`src/include/dsp_consts.svh`:
```
// Core sizes and T-field opcodes; GOTO and SHORT patterns hold a ? bit and suit casez only
`ifndef DSP_CONSTS_SVH
`define DSP_CONSTS_SVH

`define DSP_WORD_W 16   // Data and instruction word
`define DSP_PC_W   12   // Program counter
`define DSP_RAM_AW 8    // Data RAM address, low bits of a pointer
`define DSP_NREG   8    // r0 r1 r2 r3 j k rb re

// Index of the j register, used by the +=j post-modify
`define DSP_REG_J  3'd4

// 5-bit T field of the program word
`define DSP_T_GOTO  5'b0000?
`define DSP_T_SHORT 5'b0001?
`define DSP_T_LONG  5'b01010
`define DSP_T_STORE 5'b01100
`define DSP_T_LOAD  5'b01111

`endif

```
`src/hdl/dsp_pkg.sv`:
```
// Instruction views and pipeline bundles; field widths assume the sizes in dsp_consts.svh
`include "dsp_consts.svh"

package dsp_pkg;

    // goto JA: bit 11 is the low T bit and also the top target bit
    typedef struct packed {
        logic [4:0]  t;
        logic [10:0] ja;
    } jmp_fmt_t;

    // Short immediate, register code in bits 11 to 9
    typedef struct packed {
        logic [3:0] pfx;
        logic [2:0] rf;    // Top bit inverted gives the register index
        logic [8:0] imm;
    } imm_fmt_t;

    // Long immediate, RAM store and RAM load
    typedef struct packed {
        logic [4:0] t;
        logic       spare;
        logic [2:0] grp;   // Destination group, 0 is the Y address unit
        logic [2:0] rf;
        logic [1:0] ysel;  // Pointer r0 to r3
        logic [1:0] mod;   // none, ++, --, +=j
    } mem_fmt_t;

    typedef union packed {
        jmp_fmt_t jmp_fmt;
        imm_fmt_t imm_fmt;
        mem_fmt_t mem_fmt;
    } instr_u;

    // Decode to execute, strobes last one enabled cycle
    typedef struct packed {
        logic                   jmp;
        logic                   reg_load;
        logic                   ram_we;
        logic                   ram_rd;
        logic [`DSP_PC_W-1:0]   jmp_target;
        logic [2:0]             reg_sel;
        logic [1:0]             ptr_sel;
        logic [1:0]             mod_sel;
        logic [`DSP_WORD_W-1:0] imm;
    } ctrl_t;

    typedef struct packed {
        logic                   valid;
        logic [`DSP_RAM_AW-1:0] addr;
        logic [`DSP_WORD_W-1:0] data;
    } wr_evt_t;

endpackage

```
`src/hdl/dsp_core.sv`:
```
// Core top; program memory is external and must return instr for the pc of the previous cycle
`timescale 1ns/1ps
`include "dsp_consts.svh"

module dsp_core (
    input  logic                 clk,
    input  logic                 rst,
    input  logic                 cen,
    input  dsp_pkg::instr_u      instr,
    output logic [`DSP_PC_W-1:0] pc,
    output dsp_pkg::wr_evt_t     wr_evt
);

    dsp_pkg::ctrl_t         ctrl;
    logic [`DSP_RAM_AW-1:0] ram_addr;
    logic [`DSP_WORD_W-1:0] st_data;
    logic [`DSP_WORD_W-1:0] ld_data;

    dsp_fetch u_fetch (
        .clk  (clk),
        .rst  (rst),
        .cen  (cen),
        .ctrl (ctrl),
        .pc   (pc)
    );

    dsp_decode u_decode (
        .clk   (clk),
        .rst   (rst),
        .cen   (cen),
        .instr (instr),
        .ctrl  (ctrl)
    );

    dsp_yaau u_yaau (
        .clk      (clk),
        .rst      (rst),
        .cen      (cen),
        .ctrl     (ctrl),
        .ld_data  (ld_data),
        .ram_addr (ram_addr),
        .st_data  (st_data)
    );

    dsp_dmem u_dmem (
        .clk      (clk),
        .rst      (rst),
        .cen      (cen),
        .ctrl     (ctrl),
        .ram_addr (ram_addr),
        .st_data  (st_data),
        .ld_data  (ld_data),
        .wr_evt   (wr_evt)
    );

endmodule

```
`src/hdl/dsp_decode.sv`:
```
// Registered decoder for the Y-unit subset; unknown opcodes and non-zero groups do nothing
`timescale 1ns/1ps
`include "dsp_consts.svh"

module dsp_decode (
    input  logic            clk,
    input  logic            rst,
    input  logic            cen,
    input  dsp_pkg::instr_u instr,
    output dsp_pkg::ctrl_t  ctrl
);

    // What the next sampled word is for
    localparam logic [1:0] SW_NONE = 2'd0;
    localparam logic [1:0] SW_LONG = 2'd1;   // Long immediate data
    localparam logic [1:0] SW_SLOT = 2'd2;   // Discarded word

    logic [1:0] sw_state;

    always_ff @(posedge clk or posedge rst) begin
        if (rst) begin
            ctrl     <= '0;
            sw_state <= SW_NONE;
        end else if (cen) begin
            ctrl.jmp      <= 1'b0;
            ctrl.reg_load <= 1'b0;
            ctrl.ram_we   <= 1'b0;
            ctrl.ram_rd   <= 1'b0;
            sw_state      <= SW_NONE;

            case (sw_state)
                SW_LONG: begin
                    // reg_sel was set by the first word
                    ctrl.imm      <= instr;
                    ctrl.reg_load <= 1'b1;
                end
                SW_SLOT: begin
                    // Word after a jump or a dropped long immediate
                end
                default: begin
                    casez (instr.jmp_fmt.t)
                        `DSP_T_GOTO: begin
                            ctrl.jmp        <= 1'b1;
                            ctrl.jmp_target <= {instr.jmp_fmt.t[0], instr.jmp_fmt.ja};
                            sw_state        <= SW_SLOT;
                        end
                        `DSP_T_SHORT: begin
                            ctrl.reg_load <= 1'b1;
                            ctrl.reg_sel  <= instr.imm_fmt.rf ^ 3'b100;
                            ctrl.imm      <= {7'd0, instr.imm_fmt.imm};   // Zero-extended
                        end
                        `DSP_T_LONG: begin
                            ctrl.reg_sel <= instr.mem_fmt.rf;
                            if (instr.mem_fmt.grp == 3'd0) begin
                                sw_state <= SW_LONG;
                            end else begin
                                sw_state <= SW_SLOT;   // Other units are not present
                            end
                        end
                        `DSP_T_STORE, `DSP_T_LOAD: begin
                            if (instr.mem_fmt.grp == 3'd0) begin
                                ctrl.ram_we <= instr.mem_fmt.t == `DSP_T_STORE;
                                ctrl.ram_rd <= instr.mem_fmt.t == `DSP_T_LOAD;
                            end
                            ctrl.reg_sel <= instr.mem_fmt.rf;
                            ctrl.ptr_sel <= instr.mem_fmt.ysel;
                            ctrl.mod_sel <= instr.mem_fmt.mod;
                        end
                        default: begin
                            // No operation
                        end
                    endcase
                end
            endcase
        end
    end

endmodule

```
`src/hdl/dsp_dmem.sv`:
```
// 256x16 data RAM with asynchronous read and no reset; wr_evt mirrors each store for one cycle
`timescale 1ns/1ps
`include "dsp_consts.svh"

module dsp_dmem (
    input  logic                   clk,
    input  logic                   rst,
    input  logic                   cen,
    input  dsp_pkg::ctrl_t         ctrl,
    input  logic [`DSP_RAM_AW-1:0] ram_addr,
    input  logic [`DSP_WORD_W-1:0] st_data,
    output logic [`DSP_WORD_W-1:0] ld_data,
    output dsp_pkg::wr_evt_t       wr_evt
);

    logic [`DSP_WORD_W-1:0] mem [1 << `DSP_RAM_AW];
    logic                   evt_valid;
    logic [`DSP_RAM_AW-1:0] evt_addr;
    logic [`DSP_WORD_W-1:0] evt_data;

    assign ld_data = mem[ram_addr];   // Pointer value before post-modify

    always_ff @(posedge clk) begin
        if (cen && ctrl.ram_we) begin
            mem[ram_addr] <= st_data;
        end
    end

    // Event payload, only meaningful with evt_valid
    always_ff @(posedge clk) begin
        if (cen && ctrl.ram_we) begin
            evt_addr <= ram_addr;
            evt_data <= st_data;
        end
    end

    always_ff @(posedge clk or posedge rst) begin
        if (rst) begin
            evt_valid <= 1'b0;
        end else if (cen) begin
            evt_valid <= ctrl.ram_we;   // Drops on the next enabled edge
        end
    end

    assign wr_evt = '{valid: evt_valid, addr: evt_addr, data: evt_data};

endmodule

```
`src/hdl/dsp_fetch.sv`:
```
// Program counter only; program memory sits outside and returns the word one cycle later
`timescale 1ns/1ps
`include "dsp_consts.svh"

module dsp_fetch (
    input  logic                 clk,
    input  logic                 rst,
    input  logic                 cen,
    input  dsp_pkg::ctrl_t       ctrl,
    output logic [`DSP_PC_W-1:0] pc
);

    logic [`DSP_PC_W-1:0] pc_next;

    // Jump strobe comes one cycle after the goto word was sampled
    always_comb begin
        if (ctrl.jmp) begin
            pc_next = ctrl.jmp_target;
        end else begin
            pc_next = pc + 1'b1;   // Wraps at 12 bits
        end
    end

    always_ff @(posedge clk or posedge rst) begin
        if (rst) begin
            pc <= '0;
        end else if (cen) begin
            pc <= pc_next;
        end
    end

endmodule

```
`src/hdl/dsp_yaau.sv`:
```
// Y address unit; only r0 to r3 address the RAM and only the low 8 pointer bits are used
`timescale 1ns/1ps
`include "dsp_consts.svh"

module dsp_yaau (
    input  logic                   clk,
    input  logic                   rst,
    input  logic                   cen,
    input  dsp_pkg::ctrl_t         ctrl,
    input  logic [`DSP_WORD_W-1:0] ld_data,
    output logic [`DSP_RAM_AW-1:0] ram_addr,
    output logic [`DSP_WORD_W-1:0] st_data
);

    logic [`DSP_WORD_W-1:0] regs [`DSP_NREG];
    logic [2:0]             ptr_idx;
    logic [`DSP_WORD_W-1:0] ptr_val;
    logic [`DSP_WORD_W-1:0] step;

    assign ptr_idx  = {1'b0, ctrl.ptr_sel};
    assign ptr_val  = regs[ptr_idx];
    assign ram_addr = ptr_val[`DSP_RAM_AW-1:0];
    assign st_data  = regs[ctrl.reg_sel];

    always_comb begin
        case (ctrl.mod_sel)
            2'd1:    step = 16'd1;
            2'd2:    step = 16'hffff;          // -1
            2'd3:    step = regs[`DSP_REG_J];
            default: step = 16'd0;
        endcase
    end

    always_ff @(posedge clk or posedge rst) begin
        if (rst) begin
            for (int i = 0; i < `DSP_NREG; i++) begin
                regs[i] <= '0;
            end
        end else if (cen) begin
            // Post-modify on the access edge
            if (ctrl.ram_we || ctrl.ram_rd) begin
                regs[ptr_idx] <= ptr_val + step;
            end
            if (ctrl.reg_load) begin
                regs[ctrl.reg_sel] <= ctrl.imm;
            end
            // Later assignment, so a load into the pointer beats its update
            if (ctrl.ram_rd) begin
                regs[ctrl.reg_sel] <= ld_data;
            end
        end
    end

endmodule

```
`config.mk`:
```
export PLATFORM = sky130hd
export DESIGN_NAME = dsp_core
export DESIGN_NICKNAME = d
export VERILOG_FILES = /design/src/hdl/dsp_pkg.sv /design/src/hdl/dsp_core.sv /design/src/hdl/dsp_decode.sv /design/src/hdl/dsp_dmem.sv /design/src/hdl/dsp_fetch.sv /design/src/hdl/dsp_yaau.sv
export VERILOG_INCLUDE_DIRS = /design/src /design/src/include
export SDC_FILE = /design/constraint.sdc
export NUM_CORES = 2
export LEC_CHECK = 0
export BUFFER_PORTS_ARGS = -buffer_cell sky130_fd_sc_hd__buf_2
export CORE_ASPECT_RATIO = 0.7
export CORE_MARGIN = 5
export CORE_UTILIZATION = 55
export CTS_BUF_LIST = sky130_fd_sc_hd__clkbuf_8
export DETAILED_ROUTE_END_ITERATION = 16
export HOLD_SLACK_MARGIN = 0.15
export MAX_ROUTING_LAYER = met4
export PLACE_DENSITY = 0.71
export SLEW_MARGIN = 25
export SYNTH_ARGS = -nofsm -noshare
export SYNTH_HDL_FRONTEND = slang
export SYNTH_HIERARCHICAL = 1
export SYNTH_SLANG_ARGS = --single-unit
```
`constraint.sdc`:
```
create_clock -name clk -period 26.3 [get_ports clk]
set_clock_uncertainty 0.15 [all_clocks]
set_input_delay 2.63 -clock clk [delete_from_list [all_inputs] [get_ports clk]]
set_output_delay 2.63 -clock clk [all_outputs]
set_load 0.005 [all_outputs]
```
* Word level (Yosys, flattened, before mapping)
Memory sizes are Yosys's and may differ from the RTL's. Cells that the tools add are included.
Storage, ports and cells: bits in registers 206, bits in latches 0, bits in writable memories 4096, ROM bits 0, input port bits 19, word-level logic and storage cells 95, memories kept 1
Memory list:
- u_dmem.mem | depth 256, bits a word 16, read ports 1, clocked after memory_dff 0, wr ports 1, line dsp_dmem.sv:16 | logic [`DSP_WORD_W-1:0] mem [1 << `DSP_RAM_AW];
Cells by class: $add $sub $neg 2, $mul 0, divide/modulo/power cells 0, order comparisons 4, equality and inequality tests 9, shift-type cells 0, multiplexer cells 37, bitwise gates (word level) 5, reduce and logical (&&, ||, !) cells 15
Operator list (number):
- 128-bit two-way mux | 5
- 128-bit bitwise mux | 3
- 16-bit two-way mux | 7
- 16-bit binary-select mux with 3-bit select | 2
- 16-bit demux with 3-bit select | 2
- 16-bit one-hot mux with 3 select lines | 1
- 16-bit one-hot mux with 2 select lines | 1
- 12-bit two-way mux | 2
- 21-bit two-way mux | 1
- 16-bit adder | 1
- 5-bit by 4-bit equality test with 1-bit output, second input constant | 3
- 12-bit by 1-bit adder with 12-bit output, second input constant | 1
- 3-bit AND reduction | 4
- 4-bit >= comparator, second input constant | 2
- 4-bit by 1-bit < comparator with 1-bit output, second input constant | 2
- 2-bit two-way mux | 4
- 2-bit equality test, second input constant | 3
- 3-bit one-hot mux with 2 select lines | 1
- 1-bit two-way mux | 5
- 2-bit by 1-bit equality test with 1-bit output, second input constant | 2
- 4-bit by 1-bit equality test with 1-bit output, second input constant | 1
- 4-bit zero test | 1
- 4-bit two-way mux | 1
- 2-bit inverter with 4-bit output | 1
- 10 further kinds | 16

* Longest topological paths before layout
depth in word-level cells 13, gate-level depth with buffers 17, depth with buffers taken out 11

* Hierarchy
Netlist, hierarchy kept.
Modules (own cells, without submodules):
- dsp_dmem | instances 1, cells an instance 6739, area each 155854.5 sq um, sequential area each 123743.7 sq um
- dsp_yaau | instances 1, cells an instance 1116, area each 9455.3 sq um, sequential area each 3203.1 sq um
- dsp_decode | instances 1, cells an instance 133, area each 1816.7 sq um, sequential area each 1026.0 sq um
- dsp_fetch | instances 1, cells an instance 90, area each 795.8 sq um, sequential area each 300.3 sq um

* Worst setup path after synthesis
OpenSTA, ideal clock, no wires.
path type register to register, from reg u_decode/ctrl[22] (netlist name), to reg u_dmem.evt_data[5] (data pin), library setup time 2195 ps, arrival time 11332 ps, required time 23955 ps, path slack 12623 ps, cell stages (with the launch flop) 7, path buffers 4, clock period less this slack 13677 ps, cells stage by stage dfrtp_1 > buf_2 > buf_4 > buf_2 > clkbuf_1 > a221oi_1 > o21ai_0
On the way: longest elaborated chain between the ends 4
RTL lines:
- 3-bit inverter with 4-bit output (implied by the code) | line dsp_yaau.sv:23 | assign st_data = regs[ctrl.reg_sel];
- 16-bit binary-select mux with 3-bit select | line dsp_yaau.sv:23
- 16-bit two-way mux (implied by the code) (2 in a row) | line dsp_yaau.sv:23
- net st_data[5] | line dsp_core.sv:16 | logic [`DSP_WORD_W-1:0] st_data;
- to (signal assigned) | line dsp_dmem.sv:33 | evt_data <= st_data;
- to (decl) | line dsp_dmem.sv:19 | logic [`DSP_WORD_W-1:0] evt_data;
The timed path passes the listed nets, and every way through them passes these cells. The select of a mux whose other input is x is not followed. A chain may end at the register's enable or synchronous reset.

* Worst setup path in the final report
from reg u_decode/ctrl[18] (netlist name), to reg u_yaau/regs[95] (netlist bit)
On the way: elaborated cells between the ends (all ways) 19, classes of those cells 1 x add/sub; 2 x order compare; 13 x mux; 1 x bitwise; 1 x reduce/logical; 1 x memory
RTL lines:
- 2-bit inverter with 4-bit output (implied by the code) | line dsp_yaau.sv:21 | assign ptr_val = regs[ptr_idx];
- 16-bit binary-select mux with 3-bit select | line dsp_yaau.sv:21
- 16-bit two-way mux (implied by the code) (2 in a row) | line dsp_yaau.sv:21
- net ram_addr[0] | line dsp_core.sv:15 | logic [`DSP_RAM_AW-1:0] ram_addr;
- memory read 256 x 16 bit
- net ld_data[15] | line dsp_core.sv:17 | logic [`DSP_WORD_W-1:0] ld_data;
- 128-bit bitwise mux | line dsp_yaau.sv:49 | regs[ctrl.reg_sel] <= ld_data;
- 128-bit two-way mux | line dsp_yaau.sv:48 | if (ctrl.ram_rd) begin
- to (signal, indexed assignment) | line dsp_yaau.sv:42 | regs[ptr_idx] <= ptr_val + step;
- to (signal, indexed assignment) | line dsp_yaau.sv:45 | regs[ctrl.reg_sel] <= ctrl.imm;
- to (signal, indexed assignment) | line dsp_yaau.sv:49
- to (decl) | line dsp_yaau.sv:15 | logic [`DSP_WORD_W-1:0] regs [`DSP_NREG];
The timed path passes the listed nets, and every way through them passes these cells. The select of a mux whose other input is x is not followed.

==> results.md <==
* Max_cap viols at 0
* Rel. slew slack at 18.4%
* Post-CTS Setup Bufs at 0
* Routed WL at 452000 um
* Peak VDD IR at 0.0873 mV
* Syn avg cell area at 20.8 sq um
* Worst EP required at 27.08 ns
* Root buffer cell: clkbuf_8
* Int Pwr at 13.6 mW
* Type of the most critical hold path: flop to flop
* Area Growth Syn to Fin at 11.0%
* Initial antenna violation count at 22
* Setup crit end kind: flop
* Post-Syn Area at 168000 sq um
* Vias in the first global route at 88100
* Tot GR Track Use at 29.2%
* Synth Flop Type: edfxtp_1
* Sw Pwr at 7.72 mW
* Wire length per cell at 34.4 um
* RSZ-0062 raised after global routing: false
* TritonCTS clock tree: done
* Hpwl dp at 262000 um
* Core area at 303000 sq um
* Hold buffer count at CTS at 0
* H-tree depth at 6
* Vias per cell at 6.83
* EDFF count, synth at 4120
* Pleak at 60.5 nW
* Arrival time worst endpoint at 9.85 ns
* Fillcell total at 20500
* Post-CTS Resized at 0
* Mux contribution to synthesized area at 14.5%
* Die ar. at 317000 sq um
* Gate power share at 34.3%
* Crit path time final at 9.08 ns
* Combinational family with the most area after synthesis: multiplexers
* Synth Register Bits at 4302
* CTS Buf Count at 619
* Synth area leaders: edfxtp_1 (74%), mux4_2 (14%), dfrtp_1 (2.7%)
* DRT antenna net count at 0
* Setup tns final at 0 ns
* Global-route wire length before repair at 646000 um
* # IOs at 56
* Syn nets at 8116
* Post-Synth Adder-Cell Area at 0.146%
* Final setup viols at 0
* Die H at 472 um
* XOR/XNOR Fraction of Synth Area at 0.0574%
* Starting Density at 55.3%
* Synth Area in Compound Gates at 5.35%
* Row count at 169
* Max-slew violation count at 0
* Drt pass-1 iters at 14
* Synth area leader: edfxtp_1
* Port-buffer cells at 55
* Worst Tran Pin Value at 1.21 ns
* DRC Markers at 0
* DR iter-0 viols at 14900
* DIE WIDTH at 670 um
* Nets at 8698
* Fmax at 110 MHz
* Fin crit share at 34.5%
* Via count at 89800
* Register area share after synthesis at 76.4%
* Layout cells sized above 1 at 27.5%
* Largest net degree at the start of global routing at 242
* Reg power frac at 43.0%
* Clk sinks at 4302
* Synth top area share at 73.7%
* Synthesis Warnings at 6
* Status: finished clean
* Setup ws final at 17.22 ns
* Pre-CTS setup slack at 17.35 ns
* GRT overflow at 0
* Synth Instances at 8078
* CP max FO at 88
* Pwr dens at 114 nW/um^2
* Clock latency on the worst-skew pair at 1.09 ns
* Most frequent cells in the layout: edfxtp_1 (4120), mux4_2 (1050), clkbuf_8 (645)
* Final core area utilization at 61.4%
* Sw frac at 36.2%
* Routability cong. at 0.919
* Ys async rst share at 4.23%
* Commonest non-fill, non-tap cell in the layout: edfxtp_1
* Synth Area in Simple Gates at 2.01%
* Max clock buf depth at 4
* Clock power share at 22.6%
* Crit start category: flop
* Synth cell types at 97
* Final count of hold timing violations at 0
* Clock transition at path regs at 0.08 ns
* WS Path Type: flop to flop
-- Yosys cell counts, drive strengths merged (9+ instances only) --
| master | instances |
|---|---|
| nand3 | 49 |
| edfxtp | 4120 |
| a22o | 17 |
| clkbuf | 326 |
| a22oi | 525 |
| nand4 | 27 |
| mux2 | 39 |
| o21ai | 53 |
| a221oi | 30 |
| and3 | 13 |
| nor3 | 34 |
| mux4 | 1052 |
| a21oi | 408 |
| ha | 18 |
| mux2i | 17 |
| o22ai | 103 |
| buf | 209 |
| o41ai | 65 |
| o31ai | 9 |
| o21a | 15 |
| o211ai | 12 |
| a211oi | 15 |
| inv | 38 |
| nand2 | 132 |
| nand2b | 13 |
| dfrtp | 182 |
| or2 | 19 |
| nor2b | 14 |
| nor2 | 387 |
-- worst paths after layout --
kind                                   startpoint                end  slack, ns  depth (start not counted)
worst min register to register  u_decode/ctrl[24]  u_decode/ctrl[24]       0.36                          1
min in group asynchronous                     rst   u_dmem/evt_valid       1.30                          2
worst max-delay path            u_decode/ctrl[18]    u_yaau/regs[95]      17.22                         13
worst min-delay path            u_decode/ctrl[24]  u_decode/ctrl[24]       0.36                          1
max in group asynchronous                     rst    u_yaau/regs[82]      23.11                          3
worst max register to register  u_decode/ctrl[18]    u_yaau/regs[95]      17.22                         13
-- final cells by class --
class,count,area [sq um],share of cell area (%)
Multi-Input combinational cell,3201,38100,20.4
Clock buffer,645,8880,4.76
Clock inverter,432,2040,1.09
Tap cell,4018,5030,2.70
Inverter,40,153,0.0819
Timing Repair Buffer,496,3970,2.13
Antenna cell,7,17.5,0.00940
Sequential cell,4302,128000,68.8
-- power groups by stage --
stage,clock (mW),combinational (mW),sequential (mW)
after detailed placement,0,7.18,9.32
after floorplan,0,4.24,9.85
after CTS,4.89,7.19,9.17
after global routing,5.23,7.65,9.17
after global placement,0,6.95,9.31
final,4.82,7.32,9.17
-- cell families (layout without fill, tap and decap cells) --
kind of cell,Yosys count,count (layout)
buffers and inverters,575,1613
muxes,1108,1108
other,0,7
DFF,4302,4302
AOI/OAI and AO/OA,1332,1332
xor gates and xnor gates,11,11
adders and majority gates,19,19
and+or+nand+nor,731,731
-- sequential cells by signal, summed over array words and instances (netlist names) --
register           flops
u_decode/sw_state      2
u_dmem/evt_valid       1
u_dmem/mem          4096
u_yaau/regs          128
u_dmem/evt_addr        8
u_fetch/pc            12
u_decode/ctrl         39
u_dmem/evt_data       16
-- critical path: stages, from the launching register on --
cell      delay (ns)
dfrtp_1         0.40
mux4_4          0.84
buf_12          0.64
buf_12          0.63
buf_12          0.50
buf_4           0.69
buf_4           0.71
mux4_2          0.59
a22oi_1         0.31
a21oi_1         0.26
o41ai_2         0.98
nand4_1         1.09
o22ai_1         0.48
a221oi_1        0.13
-- metal layers --
metal	share of wire, %	track usage (%)	wire (um)
met5	0	-	0
met4	2.8	7.89	12600
met3	15	9.56	68900
met2	43	39.7	197000
met1	38	42.9	174000
-- metrics by stage --
stage	cell area (sq um)	std cells	power, mW	hold WS, ns
2_1_floorplan	168000	8078	14.1	0.303
3_3_place_gp	175000	12000	16.3	0.344
3_5_place_dp	175000	12100	16.5	0.347
4_1_cts	186000	13100	21.2	0.362
5_1_grt	186000	13100	22.1	0.392
6_report	186000	13100	21.3	0.361
Note: power is estimated with default switching activity, not from simulation.
